**src/hw/pcie_cfg_pkg.sv**
```systemverilog
// ----------------------------------------
// PCIe config register block definitions
// Widths, register map and shared structs
// ----------------------------------------
package pcie_cfg_pkg;

    // ----------------------------------------
    // Scalar types
    // ----------------------------------------
    typedef logic [63:0] cmd_word_t;    // Raw host command word
    typedef logic [15:0] reg_addr_t;    // Byte address, bit 15 selects RW space
    typedef logic [15:0] reg_data_t;
    typedef logic [9:0]  dw_addr_t;     // Config space dword address
    typedef logic [31:0] dw_data_t;
    typedef logic [3:0]  byte_en_t;

    // ----------------------------------------
    // Register spaces
    // ----------------------------------------
    localparam int        RW_BYTES      = 24;
    localparam int        RO_BYTES      = 28;
    localparam reg_data_t RW_MAGIC      = 16'h6745;
    localparam reg_data_t RO_MAGIC      = 16'h2301;
    localparam byte_en_t  BYTE_EN_RESET = 4'hf;
    localparam logic [63:0] DSN_DEFAULT = 64'h0000_0001_0200_0c17;

    // Start and control bits at RW +002
    localparam int RWPOS_RD_EN         = 16;
    localparam int RWPOS_WR_EN         = 17;
    localparam int RWPOS_WAIT_COMPLETE = 18;

    // RW field bit positions
    localparam int RWPOS_DSN     = 64;  // +008, 64 bits
    localparam int RWPOS_DI      = 128; // +010, 32 bits
    localparam int RWPOS_DWADDR  = 160; // +014, 10 bits
    localparam int RWPOS_WR_RO   = 170;
    localparam int RWPOS_RW1C    = 171;
    localparam int RWPOS_BYTE_EN = 172; // 4 bits

    // ----------------------------------------
    // Structs
    // ----------------------------------------
    typedef struct packed {
        reg_addr_t addr;
        reg_data_t mask;    // Field order, already swapped
        reg_data_t value;
        logic      rd;
        logic      wr;
    } cfg_cmd_t;

    typedef struct packed {
        reg_addr_t addr;
        reg_data_t data;    // Byte swapped for the host
    } cfg_resp_t;

    typedef struct packed {
        logic [7:0]  bus;
        logic [4:0]  dev;
        logic [2:0]  func;
        logic [15:0] link;
        logic [15:0] command;
        logic [15:0] status;
    } pcie_stat_t;

    typedef struct packed {
        dw_data_t di;
        dw_addr_t dwaddr;
        byte_en_t byte_en;
        logic     wr_readonly;
        logic     wr_rw1c_as_rw;
    } cfg_mgmt_req_t;

    typedef struct packed {
        logic     valid;
        dw_addr_t dwaddr;
        byte_en_t byte_en;
        dw_data_t data;
    } cfg_result_t;

endpackage
```
**src/hw/pcie_cfg_top.sv**
```systemverilog
// ----------------------------------------
// PCIe config register block, top level
// Decoder, register file and response queue
// ----------------------------------------
`timescale 1ns/100ps

module pcie_cfg_top #(
    parameter int          RESP_DEPTH = 8,
    parameter logic [63:0] DSN_RESET  = pcie_cfg_pkg::DSN_DEFAULT
) (
    input  logic                        clk_pcie,
    input  logic                        rst,
    // Host command and response
    input  pcie_cfg_pkg::cmd_word_t     i_cmd,
    input  logic                        i_cmd_valid,
    output logic                        o_cmd_ready,
    output pcie_cfg_pkg::cfg_resp_t     o_resp,
    output logic                        o_resp_valid,
    input  logic                        i_resp_ready,
    // PCIe core side
    input  pcie_cfg_pkg::pcie_stat_t    i_stat,
    input  pcie_cfg_pkg::dw_data_t      i_cfg_mgmt_do,
    input  logic                        i_cfg_mgmt_rd_wr_done,
    output pcie_cfg_pkg::cfg_mgmt_req_t o_mgmt,
    output logic                        o_cfg_mgmt_rd_en,
    output logic                        o_cfg_mgmt_wr_en,
    output logic [63:0]                 o_cfg_dsn,
    output logic [15:0]                 o_pcie_id
);
    import pcie_cfg_pkg::*;

    cfg_cmd_t  dec;
    logic      dec_valid;
    cfg_resp_t push_resp;
    logic      push;
    logic      resp_afull;
    logic      hold;

    cfg_cmd_decode cfg_cmd_decode_inst (
        .clk_pcie     (clk_pcie),
        .rst          (rst),
        .i_cmd        (i_cmd),
        .i_cmd_valid  (i_cmd_valid),
        .o_cmd_ready  (o_cmd_ready),
        .i_resp_afull (resp_afull),
        .i_hold       (hold),
        .o_dec        (dec),
        .o_dec_valid  (dec_valid)
    );

    cfg_reg_file #(
        .DSN_RESET (DSN_RESET)
    ) cfg_reg_file_inst (
        .clk_pcie              (clk_pcie),
        .rst                   (rst),
        .i_dec                 (dec),
        .i_dec_valid           (dec_valid),
        .o_resp                (push_resp),
        .o_push                (push),
        .o_hold                (hold),
        .i_stat                (i_stat),
        .i_cfg_mgmt_do         (i_cfg_mgmt_do),
        .i_cfg_mgmt_rd_wr_done (i_cfg_mgmt_rd_wr_done),
        .o_mgmt                (o_mgmt),
        .o_cfg_mgmt_rd_en      (o_cfg_mgmt_rd_en),
        .o_cfg_mgmt_wr_en      (o_cfg_mgmt_wr_en),
        .o_cfg_dsn             (o_cfg_dsn),
        .o_pcie_id             (o_pcie_id)
    );

    cfg_resp_fifo #(
        .RESP_DEPTH (RESP_DEPTH)
    ) cfg_resp_fifo_inst (
        .clk_pcie     (clk_pcie),
        .rst          (rst),
        .i_push       (push),
        .i_resp       (push_resp),
        .o_resp       (o_resp),
        .o_resp_valid (o_resp_valid),
        .i_resp_ready (i_resp_ready),
        .o_afull      (resp_afull)
    );

endmodule

```
**src/hw/cfg_resp_fifo.sv**
```systemverilog
// ----------------------------------------
// Response queue, in order, almost-full flag
// ----------------------------------------
`timescale 1ns/100ps

module cfg_resp_fifo #(
    parameter int RESP_DEPTH = 8
) (
    input  logic                    clk_pcie,
    input  logic                    rst,
    input  logic                    i_push,
    input  pcie_cfg_pkg::cfg_resp_t i_resp,
    output pcie_cfg_pkg::cfg_resp_t o_resp,
    output logic                    o_resp_valid,
    input  logic                    i_resp_ready,
    output logic                    o_afull
);
    import pcie_cfg_pkg::*;

    localparam int AW = $clog2(RESP_DEPTH);
    localparam int CW = $clog2(RESP_DEPTH + 1);

    cfg_resp_t       mem [RESP_DEPTH];
    logic [AW-1:0]   wr_ptr;
    logic [AW-1:0]   rd_ptr;
    logic [CW-1:0]   count;
    logic            do_push;
    logic            do_pop;

    assign o_resp_valid = (count != '0);
    assign o_resp       = mem[rd_ptr];
    assign do_pop       = o_resp_valid & i_resp_ready;
    assign do_push      = i_push & (count != CW'(RESP_DEPTH));
    assign o_afull      = (count >= CW'(RESP_DEPTH - 3));  // Two more may be in flight

    always_ff @(posedge clk_pcie)
    begin
        if (rst)
        begin
            wr_ptr <= '0;
            rd_ptr <= '0;
            count  <= '0;
        end
        else
        begin
            if (do_push)
                wr_ptr <= (wr_ptr == AW'(RESP_DEPTH - 1)) ? '0 : wr_ptr + 1'b1;
            if (do_pop)
                rd_ptr <= (rd_ptr == AW'(RESP_DEPTH - 1)) ? '0 : rd_ptr + 1'b1;
            count <= count + CW'(do_push) - CW'(do_pop);
        end
    end

    always_ff @(posedge clk_pcie)
    begin
        if (do_push)
            mem[wr_ptr] <= i_resp;
    end

endmodule

```
**src/hw/cfg_reg_file.sv**
```systemverilog
// ----------------------------------------
// Config register file
// RW and RO spaces, masked writes, reads
// ----------------------------------------
`timescale 1ns/100ps

module cfg_reg_file #(
    parameter logic [63:0] DSN_RESET = pcie_cfg_pkg::DSN_DEFAULT
) (
    input  logic                        clk_pcie,
    input  logic                        rst,
    input  pcie_cfg_pkg::cfg_cmd_t      i_dec,
    input  logic                        i_dec_valid,
    output pcie_cfg_pkg::cfg_resp_t     o_resp,
    output logic                        o_push,
    output logic                        o_hold,
    input  pcie_cfg_pkg::pcie_stat_t    i_stat,
    input  pcie_cfg_pkg::dw_data_t      i_cfg_mgmt_do,
    input  logic                        i_cfg_mgmt_rd_wr_done,
    output pcie_cfg_pkg::cfg_mgmt_req_t o_mgmt,
    output logic                        o_cfg_mgmt_rd_en,
    output logic                        o_cfg_mgmt_wr_en,
    output logic [63:0]                 o_cfg_dsn,
    output logic [15:0]                 o_pcie_id
);
    import pcie_cfg_pkg::*;

    localparam int RW_BITS = RW_BYTES * 8;
    localparam int RO_BITS = RO_BYTES * 8;

    // Reset image of the RW space, MSB first
    localparam logic [RW_BITS-1:0] RW_RESET = {
        16'h0000,                           // +016 slack
        BYTE_EN_RESET, 2'b00, 10'h000,      // +014 byte_en, flags, dwaddr
        32'h0000_0000,                      // +010 mgmt_di
        DSN_RESET,                          // +008
        32'(RW_BYTES),                      // +004
        16'h0000,                           // +002 start and wait bits
        RW_MAGIC
    };

    logic [RW_BITS-1:0] rw;
    logic [RO_BITS-1:0] ro;
    logic [RW_BITS-1:0] rw_next;
    logic [RW_BITS-1:0] wr_mask;
    logic [RW_BITS-1:0] wr_val;
    logic [RW_BITS-1:0] clr_mask;
    logic [17:0]        bit_addr;
    logic [14:0]        byte_off;
    logic               in_range;
    reg_data_t          rd_field;
    logic               take_rd;
    logic               take_wr;
    logic               seq_busy;
    cfg_result_t        result;

    // ----------------------------------------
    // Read-only space
    // ----------------------------------------
    assign o_pcie_id = {i_stat.bus, i_stat.dev, i_stat.func};

    assign ro = {
        result.data,                                        // +018
        16'h0000,                                           // +016 slack
        result.byte_en, result.valid, 1'b0, result.dwaddr,  // +014
        i_stat.status,                                      // +012
        i_stat.command,                                     // +010
        i_cfg_mgmt_do,                                      // +00C
        i_stat.link,                                        // +00A
        o_pcie_id,                                          // +008
        32'(RO_BYTES),                                      // +004
        14'h0000, o_cfg_mgmt_wr_en, o_cfg_mgmt_rd_en,       // +002 mirror
        RO_MAGIC
    };

    // ----------------------------------------
    // Outputs toward the core
    // ----------------------------------------
    assign o_cfg_dsn            = rw[RWPOS_DSN +: 64];
    assign o_mgmt.di            = rw[RWPOS_DI +: 32];
    assign o_mgmt.dwaddr        = rw[RWPOS_DWADDR +: 10];
    assign o_mgmt.byte_en       = rw[RWPOS_BYTE_EN +: 4];
    assign o_mgmt.wr_readonly   = rw[RWPOS_WR_RO];
    assign o_mgmt.wr_rw1c_as_rw = rw[RWPOS_RW1C];

    assign o_hold = rw[RWPOS_WAIT_COMPLETE] & seq_busy;

    // ----------------------------------------
    // Access decode
    // ----------------------------------------
    assign byte_off = i_dec.addr[14:0];
    assign bit_addr = {byte_off, 3'b000};
    assign in_range = i_dec.addr[15] ? (byte_off <= 15'(RW_BYTES - 2))
                                     : (byte_off <= 15'(RO_BYTES - 2));

    always_comb
    begin
        rd_field = 16'h0000;                // Past the end reads zero
        if (in_range)
        begin
            rd_field = i_dec.addr[15] ? reg_data_t'(rw >> bit_addr)
                                      : reg_data_t'(ro >> bit_addr);
        end
    end

    // Taken start bits clear, a same cycle host write wins
    assign wr_mask  = (i_dec_valid & i_dec.wr) ? RW_BITS'(i_dec.mask) << bit_addr : '0;
    assign wr_val   = RW_BITS'(i_dec.value) << bit_addr;
    assign clr_mask = (RW_BITS'(take_rd) << RWPOS_RD_EN) | (RW_BITS'(take_wr) << RWPOS_WR_EN);
    assign rw_next  = (rw & ~(wr_mask | clr_mask)) | (wr_val & wr_mask);

    always_ff @(posedge clk_pcie)
    begin
        if (rst)
        begin
            rw     <= RW_RESET;
            o_push <= 1'b0;
        end
        else
        begin
            rw     <= rw_next;
            o_push <= i_dec_valid & i_dec.rd;
        end
    end

    // Response sees the field as it was before the write
    always_ff @(posedge clk_pcie)
    begin
        if (i_dec_valid & i_dec.rd)
        begin
            o_resp.addr <= i_dec.addr;
            o_resp.data <= {rd_field[7:0], rd_field[15:8]};
        end
    end

    cfg_mgmt_seq cfg_mgmt_seq_inst (
        .clk_pcie  (clk_pcie),
        .rst       (rst),
        .i_rd_req  (rw[RWPOS_RD_EN]),
        .i_wr_req  (rw[RWPOS_WR_EN]),
        .i_dwaddr  (o_mgmt.dwaddr),
        .i_byte_en (o_mgmt.byte_en),
        .i_done    (i_cfg_mgmt_rd_wr_done),
        .i_do      (i_cfg_mgmt_do),
        .o_take_rd (take_rd),
        .o_take_wr (take_wr),
        .o_rd_en   (o_cfg_mgmt_rd_en),
        .o_wr_en   (o_cfg_mgmt_wr_en),
        .o_busy    (seq_busy),
        .o_result  (result)
    );

endmodule

```
**src/hw/cfg_mgmt_seq.sv**
```systemverilog
// ----------------------------------------
// Config management access sequencer
// Starts core accesses, captures the result
// ----------------------------------------
`timescale 1ns/100ps

module cfg_mgmt_seq (
    input  logic                      clk_pcie,
    input  logic                      rst,
    input  logic                      i_rd_req,
    input  logic                      i_wr_req,
    input  pcie_cfg_pkg::dw_addr_t    i_dwaddr,
    input  pcie_cfg_pkg::byte_en_t    i_byte_en,
    input  logic                      i_done,
    input  pcie_cfg_pkg::dw_data_t    i_do,
    output logic                      o_take_rd,
    output logic                      o_take_wr,
    output logic                      o_rd_en,
    output logic                      o_wr_en,
    output logic                      o_busy,
    output pcie_cfg_pkg::cfg_result_t o_result
);
    import pcie_cfg_pkg::*;

    typedef enum logic [1:0] {
        ST_IDLE,
        ST_READ,
        ST_WRITE
    } seq_state_t;

    seq_state_t state;
    logic       start_ok;

    // Done has priority over any new start
    assign start_ok  = (state == ST_IDLE) & ~i_done;
    assign o_take_rd = start_ok & i_rd_req;
    assign o_take_wr = start_ok & ~i_rd_req & i_wr_req;

    // Enables drop in the done cycle toward the core
    assign o_rd_en = (state == ST_READ) & ~i_done;
    assign o_wr_en = (state == ST_WRITE) & ~i_done;
    assign o_busy  = i_rd_req | i_wr_req | (state != ST_IDLE);

    always_ff @(posedge clk_pcie)
    begin
        if (rst)
        begin
            state    <= ST_IDLE;
            o_result <= '0;
        end
        else
        begin
            case (state)
                ST_IDLE:
                begin
                    if (o_take_rd)
                    begin
                        state          <= ST_READ;
                        o_result.valid <= 1'b0;    // Old result is stale now
                    end
                    else if (o_take_wr)
                    begin
                        state          <= ST_WRITE;
                        o_result.valid <= 1'b0;
                    end
                end
                ST_READ, ST_WRITE:
                begin
                    if (i_done)
                    begin
                        state    <= ST_IDLE;
                        o_result <= '{valid: 1'b1, dwaddr: i_dwaddr,
                                      byte_en: i_byte_en, data: i_do};
                    end
                end
                default: state <= ST_IDLE;
            endcase
        end
    end

endmodule

```
**src/hw/cfg_cmd_decode.sv**
```systemverilog
// ----------------------------------------
// Command decoder
// Accepts host words, registers decoded command
// ----------------------------------------
`timescale 1ns/100ps

module cfg_cmd_decode (
    input  logic                     clk_pcie,
    input  logic                     rst,
    input  pcie_cfg_pkg::cmd_word_t  i_cmd,
    input  logic                     i_cmd_valid,
    output logic                     o_cmd_ready,
    input  logic                     i_resp_afull,
    input  logic                     i_hold,
    output pcie_cfg_pkg::cfg_cmd_t   o_dec,
    output logic                     o_dec_valid
);
    import pcie_cfg_pkg::*;

    logic      accept;
    reg_addr_t cmd_addr;
    reg_data_t cmd_mask;
    reg_data_t cmd_value;

    // Room for two in-flight results, no pending access when waiting
    assign o_cmd_ready = ~i_resp_afull & ~i_hold;
    assign accept      = i_cmd_valid & o_cmd_ready;

    // ----------------------------------------
    // Field split
    // ----------------------------------------
    assign cmd_addr  = i_cmd[31:16];
    assign cmd_value = {i_cmd[55:48], i_cmd[63:56]};   // Swap to field order
    assign cmd_mask  = {i_cmd[39:32], i_cmd[47:40]};

    always_ff @(posedge clk_pcie)
    begin
        if (rst)
        begin
            o_dec_valid <= 1'b0;
        end
        else
        begin
            o_dec_valid <= accept;
        end
    end

    // Payload only, qualified by the strobe
    always_ff @(posedge clk_pcie)
    begin
        if (accept)
        begin
            o_dec.addr  <= cmd_addr;
            o_dec.mask  <= cmd_mask;
            o_dec.value <= cmd_value;
            o_dec.rd    <= i_cmd[12];
            o_dec.wr    <= i_cmd[13] & cmd_addr[15];   // RO space is never written
        end
    end

endmodule

```
**config.mk**
```make
export PLATFORM = sky130hd
export DESIGN_NAME = pcie_cfg_top
export DESIGN_NICKNAME = d
export VERILOG_FILES = /design/src/hw/pcie_cfg_pkg.sv /design/src/hw/pcie_cfg_top.sv /design/src/hw/cfg_resp_fifo.sv /design/src/hw/cfg_reg_file.sv /design/src/hw/cfg_mgmt_seq.sv /design/src/hw/cfg_cmd_decode.sv
export SDC_FILE = /design/constraint.sdc
export NUM_CORES = 1
export LEC_CHECK = 0
export BUFFER_PORTS_ARGS = -buffer_cell sky130_fd_sc_hd__buf_4
export CAP_MARGIN = 20
export CORE_MARGIN = 4
export CORE_UTILIZATION = 54
export DETAILED_ROUTE_END_ITERATION = 7
export GPL_TIMING_DRIVEN = 0
export PLACE_DENSITY = 0.77
export SLEW_MARGIN = 20
export SYNTH_ARGS = -nofsm -noshare
export SYNTH_HDL_FRONTEND = slang
export SYNTH_HIERARCHICAL = 1
export SYNTH_SLANG_ARGS = --single-unit
```
**constraint.sdc**
```tcl
create_clock -name clk_pcie -period 5.8 [get_ports clk_pcie]
set_clock_uncertainty 0.15 [all_clocks]
set_input_delay 0.87 -clock clk_pcie [delete_from_list [all_inputs] [get_ports clk_pcie]]
set_output_delay 0.87 -clock clk_pcie [all_outputs]
set_load 0.05 [all_outputs]
```
Word level (Yosys, flattened, before mapping)
Memories as Yosys holds them, arrays and structs flattened. A register that Yosys moved wholly into a read port is not among the register bits.
Cells that the tools add are included.
Word-level totals
  input port bits: 165
  register bits after elaboration: 335
  memories: 1
  logic and storage cells: 88
  bits in writable memories: 256
Memories
  cfg_resp_fifo_inst.mem: words 8, width 32, read ports 1, clocked after Yosys merged registers in 1, wr ports 1, line cfg_resp_fifo.sv:23  | cfg_resp_t mem [RESP_DEPTH];
Cells by class
  reduce and logical (&&, ||, !) cells: 8
  bitwise gates (word level): 26
  shift-type cells: 4
  $add $sub $neg: 4
  equality and inequality tests: 7
  muxes and demuxes: 17
  order comparisons: 3
Operators by type and width (count)
  $and 192x192->192: 2
  $or 192x192->192: 2
  $shl 16x18->192: 2
  $shr 224x18->16: 1
  $mux 192: 1
  $not 192->192: 1
  $shr 192x18->16: 1
  $mux 47: 1
  $le 15x5->1 const B: 2
  $or 17x18->18: 1
  $mux 16: 1
  $and 1x1->1: 14
  $mux 3: 4
  $add 3x1->3 const B: 2
  $eq 3x3->1 const B: 2
  $mux 2: 3
  $mux 1: 5
  $add 4x1->4: 1
  $ge 4x3->1 const B: 1
  $ne 4x4->1 const B: 1
  $not 1->1: 4
  $pmux 2 s2: 1
  $reduce_and 2->1: 2
  $reduce_bool 2->1: 2
  other kinds (11): 12

Logic depth before layout (Yosys ltp)
  depth after elaboration: 9
  depth in mapped cells: 11
  gate-level depth less buffers: 10

Modules after synthesis
The synthesis kept the hierarchy.
Modules (own cells, without submodules)
  cfg_reg_file: area each 16333.2 um^2, times used 1, sequential area each 4824.6 um^2, cells an instance 1956
  cfg_resp_fifo: area each 10571.4 um^2, times used 1, sequential area each 7947.6 um^2, cells an instance 452
  cfg_mgmt_seq: area each 2154.6 um^2, times used 1, sequential area each 980.9 um^2, cells an instance 227
  cfg_cmd_decode: area each 1554.0 um^2, times used 1, sequential area each 1521.5 um^2, cells an instance 55

Worst setup path before layout
No wires, ideal clock.
  path kind: register to register
  start point: reg cfg_reg_file_inst.cfg_mgmt_seq_inst.state[0]
  end point: reg cfg_cmd_decode_inst/o_dec[0] (netlist name), enable pin
  clock period less this slack: 5.478 ns
  path buffers: 0
  setup slack: 0.322 ns
  stages on the path, launching flop included: 7
  required time: 5.121 ns
  data arrival time: 4.798 ns
  path through: dfxtp_1 -> inv_1 -> ha_1 -> nor3b_1 -> inv_1 -> and2_1 -> nor3b_1
Between the ends
  longest elaborated chain between the ends: 6
Ends and longest elaborated chain
  start: declaration: line cfg_mgmt_seq.sv:31  | seq_state_t state;
  start signal: assignment: line cfg_mgmt_seq.sv:48  | state <= ST_IDLE;
  start signal: assignment: line cfg_mgmt_seq.sv:58  | state <= ST_READ;
  start signal: assignment: line cfg_mgmt_seq.sv:63  | state <= ST_WRITE;
  $reduce_bool 2->1: line cfg_mgmt_seq.sv:42  | assign o_busy = i_rd_req | i_wr_req | (state != ST_IDLE);
  $or 1x1->1: line cfg_mgmt_seq.sv:42
  via cfg_reg_file_inst.seq_busy: line cfg_reg_file.sv:54  | logic seq_busy;
  $and 1x1->1: line cfg_reg_file.sv:86  | assign o_hold = rw[RWPOS_WAIT_COMPLETE] & seq_busy;
  via hold: line pcie_cfg_top.sv:37  | logic hold;
  $not 1->1: line cfg_cmd_decode.sv:26  | assign o_cmd_ready = ~i_resp_afull & ~i_hold;
  $and 1x1->1: line cfg_cmd_decode.sv:26
  $and 1x1->1: line cfg_cmd_decode.sv:27  | assign accept = i_cmd_valid & o_cmd_ready;
  via cfg_cmd_decode_inst.accept: line cfg_cmd_decode.sv:20  | logic accept;
  end: declaration: line cfg_cmd_decode.sv:15  | output pcie_cfg_pkg::cfg_cmd_t o_dec,
The timed path passes the listed nets, and every way through them passes these cells.
A chain may end at the register's enable or synchronous reset.

Final worst setup path
  start point: reg cfg_cmd_decode_inst/o_dec[48] (netlist name)
  end point: reg cfg_reg_file_inst/o_resp[8] (netlist name), data pin
Between the ends
  longest elaborated chain between the ends: 2
Ends and longest elaborated chain
  $shr 224x18->16 (tied with other cells): line cfg_reg_file.sv:102  | : reg_data_t'(ro >> bit_addr);
  $mux 16 or $mux 1 (tied branches): line cfg_reg_file.sv:101, cfg_reg_file.sv:93
  end: declaration: line cfg_reg_file.sv:14  | output pcie_cfg_pkg::cfg_resp_t o_resp,
Parallel ways exist; a longest one is shown, timed or not.

==> impl_metrics.py <==
metrics = {
    "power": {
        "pwr-share-seq_pct": 40.5,
        "p_sw_mw": 4.130,
        "combPwrFrac_pct": 26.4,
        "p_clk_share_pct": 33.1,
        "peakVddDrop_uv": 274.3,
        "switching_share_pct": 34.89,
        "internal_power_mw": 7.709,
        "power.leakage_nw": 13.03,
        "power_density_nw_per_um2": 326.6,
    },
    "routing": {
        "drtIter0Drc": 4850,
        "wl_per_cell_um": 40.62,
        "drc_errors": 11,
        "drt_wl_total_um": 159000,
        "ant_nets": 0,
        "vias": 28500,
        "via_per_inst": 7.281,
        "dr.pass1.iters": 8,
    },
    "sta": {
        "finalCriticalPeriod_ps": 4427,
        "rsz0062_at_grt": "no",
        "finalCritPeriodShare_pct": 76.32,
        "setup_viol": 0,
        "slew_viol_final": 0,
        "fin_ws_ps": 1373,
        "hold_viol": 0,
        "tightest_slew_ps": 1413,
        "maxSlewHeadroom_pct": 5.814,
        "fmax_mhz": 225.9,
    },
    "floorplanning": {
        "initial_utilization_pct": 54.40,
        "row_count": 87,
        "die_h_um": 246.1,
        "io_pins": 329,
        "core_area_um2": 56280,
        "dieArea_um2": 60570,
        "die_w_um": 246.1,
    },
    "global_routing": {
        "grt_pass1_wl_um": 213700,
        "grt_max_degree": 27,
        "antenna_found_initial": 12,
        "grt_use_met2_pct": 75.21,
        "grt_usage_pct": 51.02,
        "grtUsageMet1_pct": 59.70,
        "grt_overflow_total": 0,
        "use_met3_pct": 20.00,
        "grt_pass1_vias": 27090,
        "busiest_layer": "met2",
    },
    "yosys": {
        "synthCells": 2690,
        "synth_cell_types": 93,
        "synth-main-ff-cell": "edfxtp_1",
        "async_flop_share_pct": 0,
        "syn_area_per_cell_um2": 11.38,
        "yosysWarningCount": 6,
        "synth.yosys.seq_area_share_pct": 49.90,
        "synth_fp_nets": 2870,
        "synth.top_cell.area_share_pct": 33.15,
        "post-synth-top-area-cell": "edfxtp_1",
        "ys_ff_latch": 594,
        "synth_area_um2": 30610,
        "synth_edf_count": 338,
        "synth_area_leaders": "edfxtp_1, dfxtp_1, mux4_2, mux2i_1, buf_4",
    },
    "placement": {
        "hpwl_um": 118100,
        "place_ws_ps": 1602,
        "place_area_um2": 34280,
        "gp_congestion": 1.156,
        "portBuffers": 314,
    },
    "critical_path": {
        "critPathKind": "reg2reg",
        "arrival_ps": 4720,
        "cp_max_fo": 10,
        "critPathCaptureType": "flip-flop",
        "cp-start-kind": "flip-flop",
        "crit_required_ps": 6090,
    },
    "cts": {
        "cts_sinks": 594,
        "hold_buffers": 0,
        "cts-root-buf": "clkbuf_16",
        "insertion_delay_ps": 670,
        "clock_path_buffers": 3,
        "cts_tree": "yes",
        "clkSlewWorstSetupHoldPaths_ps": 70,
        "cts_buffers": 59,
        "postCtsResizedCells": 0,
        "cts_setup_buffers": 0,
        "h-tree-depth": 2,
    },
    "run": {
        "drv_cap": 0,
    },
    "final_layout": {
        "drive_gt1_share_pct": 30.60,
        "final_cell_area_um2": 36250,
        "area_delta_synth_final_pct": 18.41,
        "fin_nets": 3276,
        "final_util_pct": 64.41,
    },
    "status": {
        "status": "finished with violations",
        "violations": "DRC",
    },
    "min_path": {
        "hp-class": "in2reg",
    },
}
-- cells in the mapped netlist, drive strengths merged (7+ instances only) --
| cell | count |
|---|---|
| nand4 | 54 |
| inv | 23 |
| nor4 | 10 |
| nand3b | 16 |
| mux2i | 140 |
| nand3 | 96 |
| and3 | 11 |
| mux4 | 109 |
| a211oi | 15 |
| nor2 | 129 |
| nor3 | 87 |
| buf | 243 |
| o21ai | 135 |
| mux2 | 72 |
| o221ai | 7 |
| edfxtp | 338 |
| nand2 | 267 |
| a31oi | 40 |
| and2 | 21 |
| dfxtp | 256 |
| nand2b | 15 |
| clkbuf | 93 |
| a221oi | 21 |
| o22ai | 20 |
| a31o | 10 |
| o211ai | 11 |
| a22oi | 62 |
| a21oi | 220 |
| a22o | 26 |
| ha | 14 |
| nor2b | 27 |
-- per-stage QoR --
stage | hold slack [ps] | std cells | setup TNS, ps | total power, mW
after floorplan | 270.6 | 2690 | 0 | 6.554
after global placement | 304.7 | 3760 | -124220 | 7.722
after detailed placement | 307.8 | 3791 | 0 | 7.786
after CTS | 228.5 | 3900 | 0 | 11.58
after global routing | 230.0 | 3904 | 0 | 11.93
final | 223.3 | 3914 | 0 | 11.84
-- cells by family after synthesis --
| logic type | Yosys count | synth area share (%) |
|---|---|---|
| xor gates and xnor gates | 2 | 0.05723 |
| buffers and inverters | 361 | 7.594 |
| adders and majority gates | 15 | 0.6376 |
| and+or+nand+nor | 768 | 12.65 |
| AOI/OAI and AO/OA | 629 | 13.33 |
| muxes | 321 | 15.83 |
| DFF | 594 | 49.90 |
-- power groups by stage --
stage / logic, mW / registers, mW / clock network (mW)
floorplan: 1.76 / 4.79 / 0
global placement: 2.86 / 4.86 / 0
detailed placement: 2.92 / 4.86 / 0
CTS: 2.96 / 4.78 / 3.85
global route: 3.10 / 4.79 / 4.04
finish: 3.13 / 4.79 / 3.92
-- layout by cell type, fill, tap and decap left out, drive strengths merged, types with 7 or more instances in the layout --
cell type  count
buf          588
edfxtp       338
nand2        267
dfxtp        256
a21oi        220
clkbuf       164
mux2i        140
o21ai        135
nor2         129
mux4         109
nand3         96
nor3          87
mux2          72
a22oi         62
nand4         54
a31oi         40
inv           28
nor2b         27
a22o          26
a221oi        21
and2          21
clkinv        21
o22ai         20
nand3b        16
nand2b        15
a211oi        15
diode         14
ha            14
and3          11
o211ai        11
a31o          10
nor4          10
clkinvlp       9
o221ai         7
-- final timing paths --
| path | start | to | slack (ps) | depth (start not counted) |
|---|---|---|---|---|
| min reg2reg | flip-flop | flip-flop | 330 | 2 |
| min | i_cmd[55] | cfg_cmd_decode_inst/o_dec[17]$_DFFE_PP_ | 220 | 1 |
| max | cfg_cmd_decode_inst/o_dec[48]$_DFFE_PP_ | cfg_reg_file_inst/o_resp[8]$_SDFFCE_PP0P_ | 1370 | 7 |
| max reg2reg | cfg_cmd_decode_inst/o_dec[48]$_DFFE_PP_ | cfg_reg_file_inst/o_resp[8]$_SDFFCE_PP0P_ | 1370 | 7 |
-- final cells by class --
cell class                 instances  area (µm²)
fill                            4242       20030
antenna                           14       35.03
sequential                       594       15270
buffer                           337        2236
tap                              756       945.9
timing repair buffer             345        2660
multi-input combinational       1735       13100
inverter                          24       90.09
clock buffer                      71        1553
clock inverter                    38       355.3
-- critical path: stages, from the launching register on --
cell      delay [ps]
edfxtp_1         440
nor3_2           940
nand3_1          560
buf_2            390
clkbuf_1         550
nor3_2           600
nand3_1          220
a31oi_1          330
-- metal layers --
metal / up-vias / share of wire [%]
met2: 2901 / 42
met3: 910 / 14
met4: 2 / 11
met5: - / 0.0063
li1: 10950 / -
met1: 13740 / 33
(Power assumes the default switching activity.)
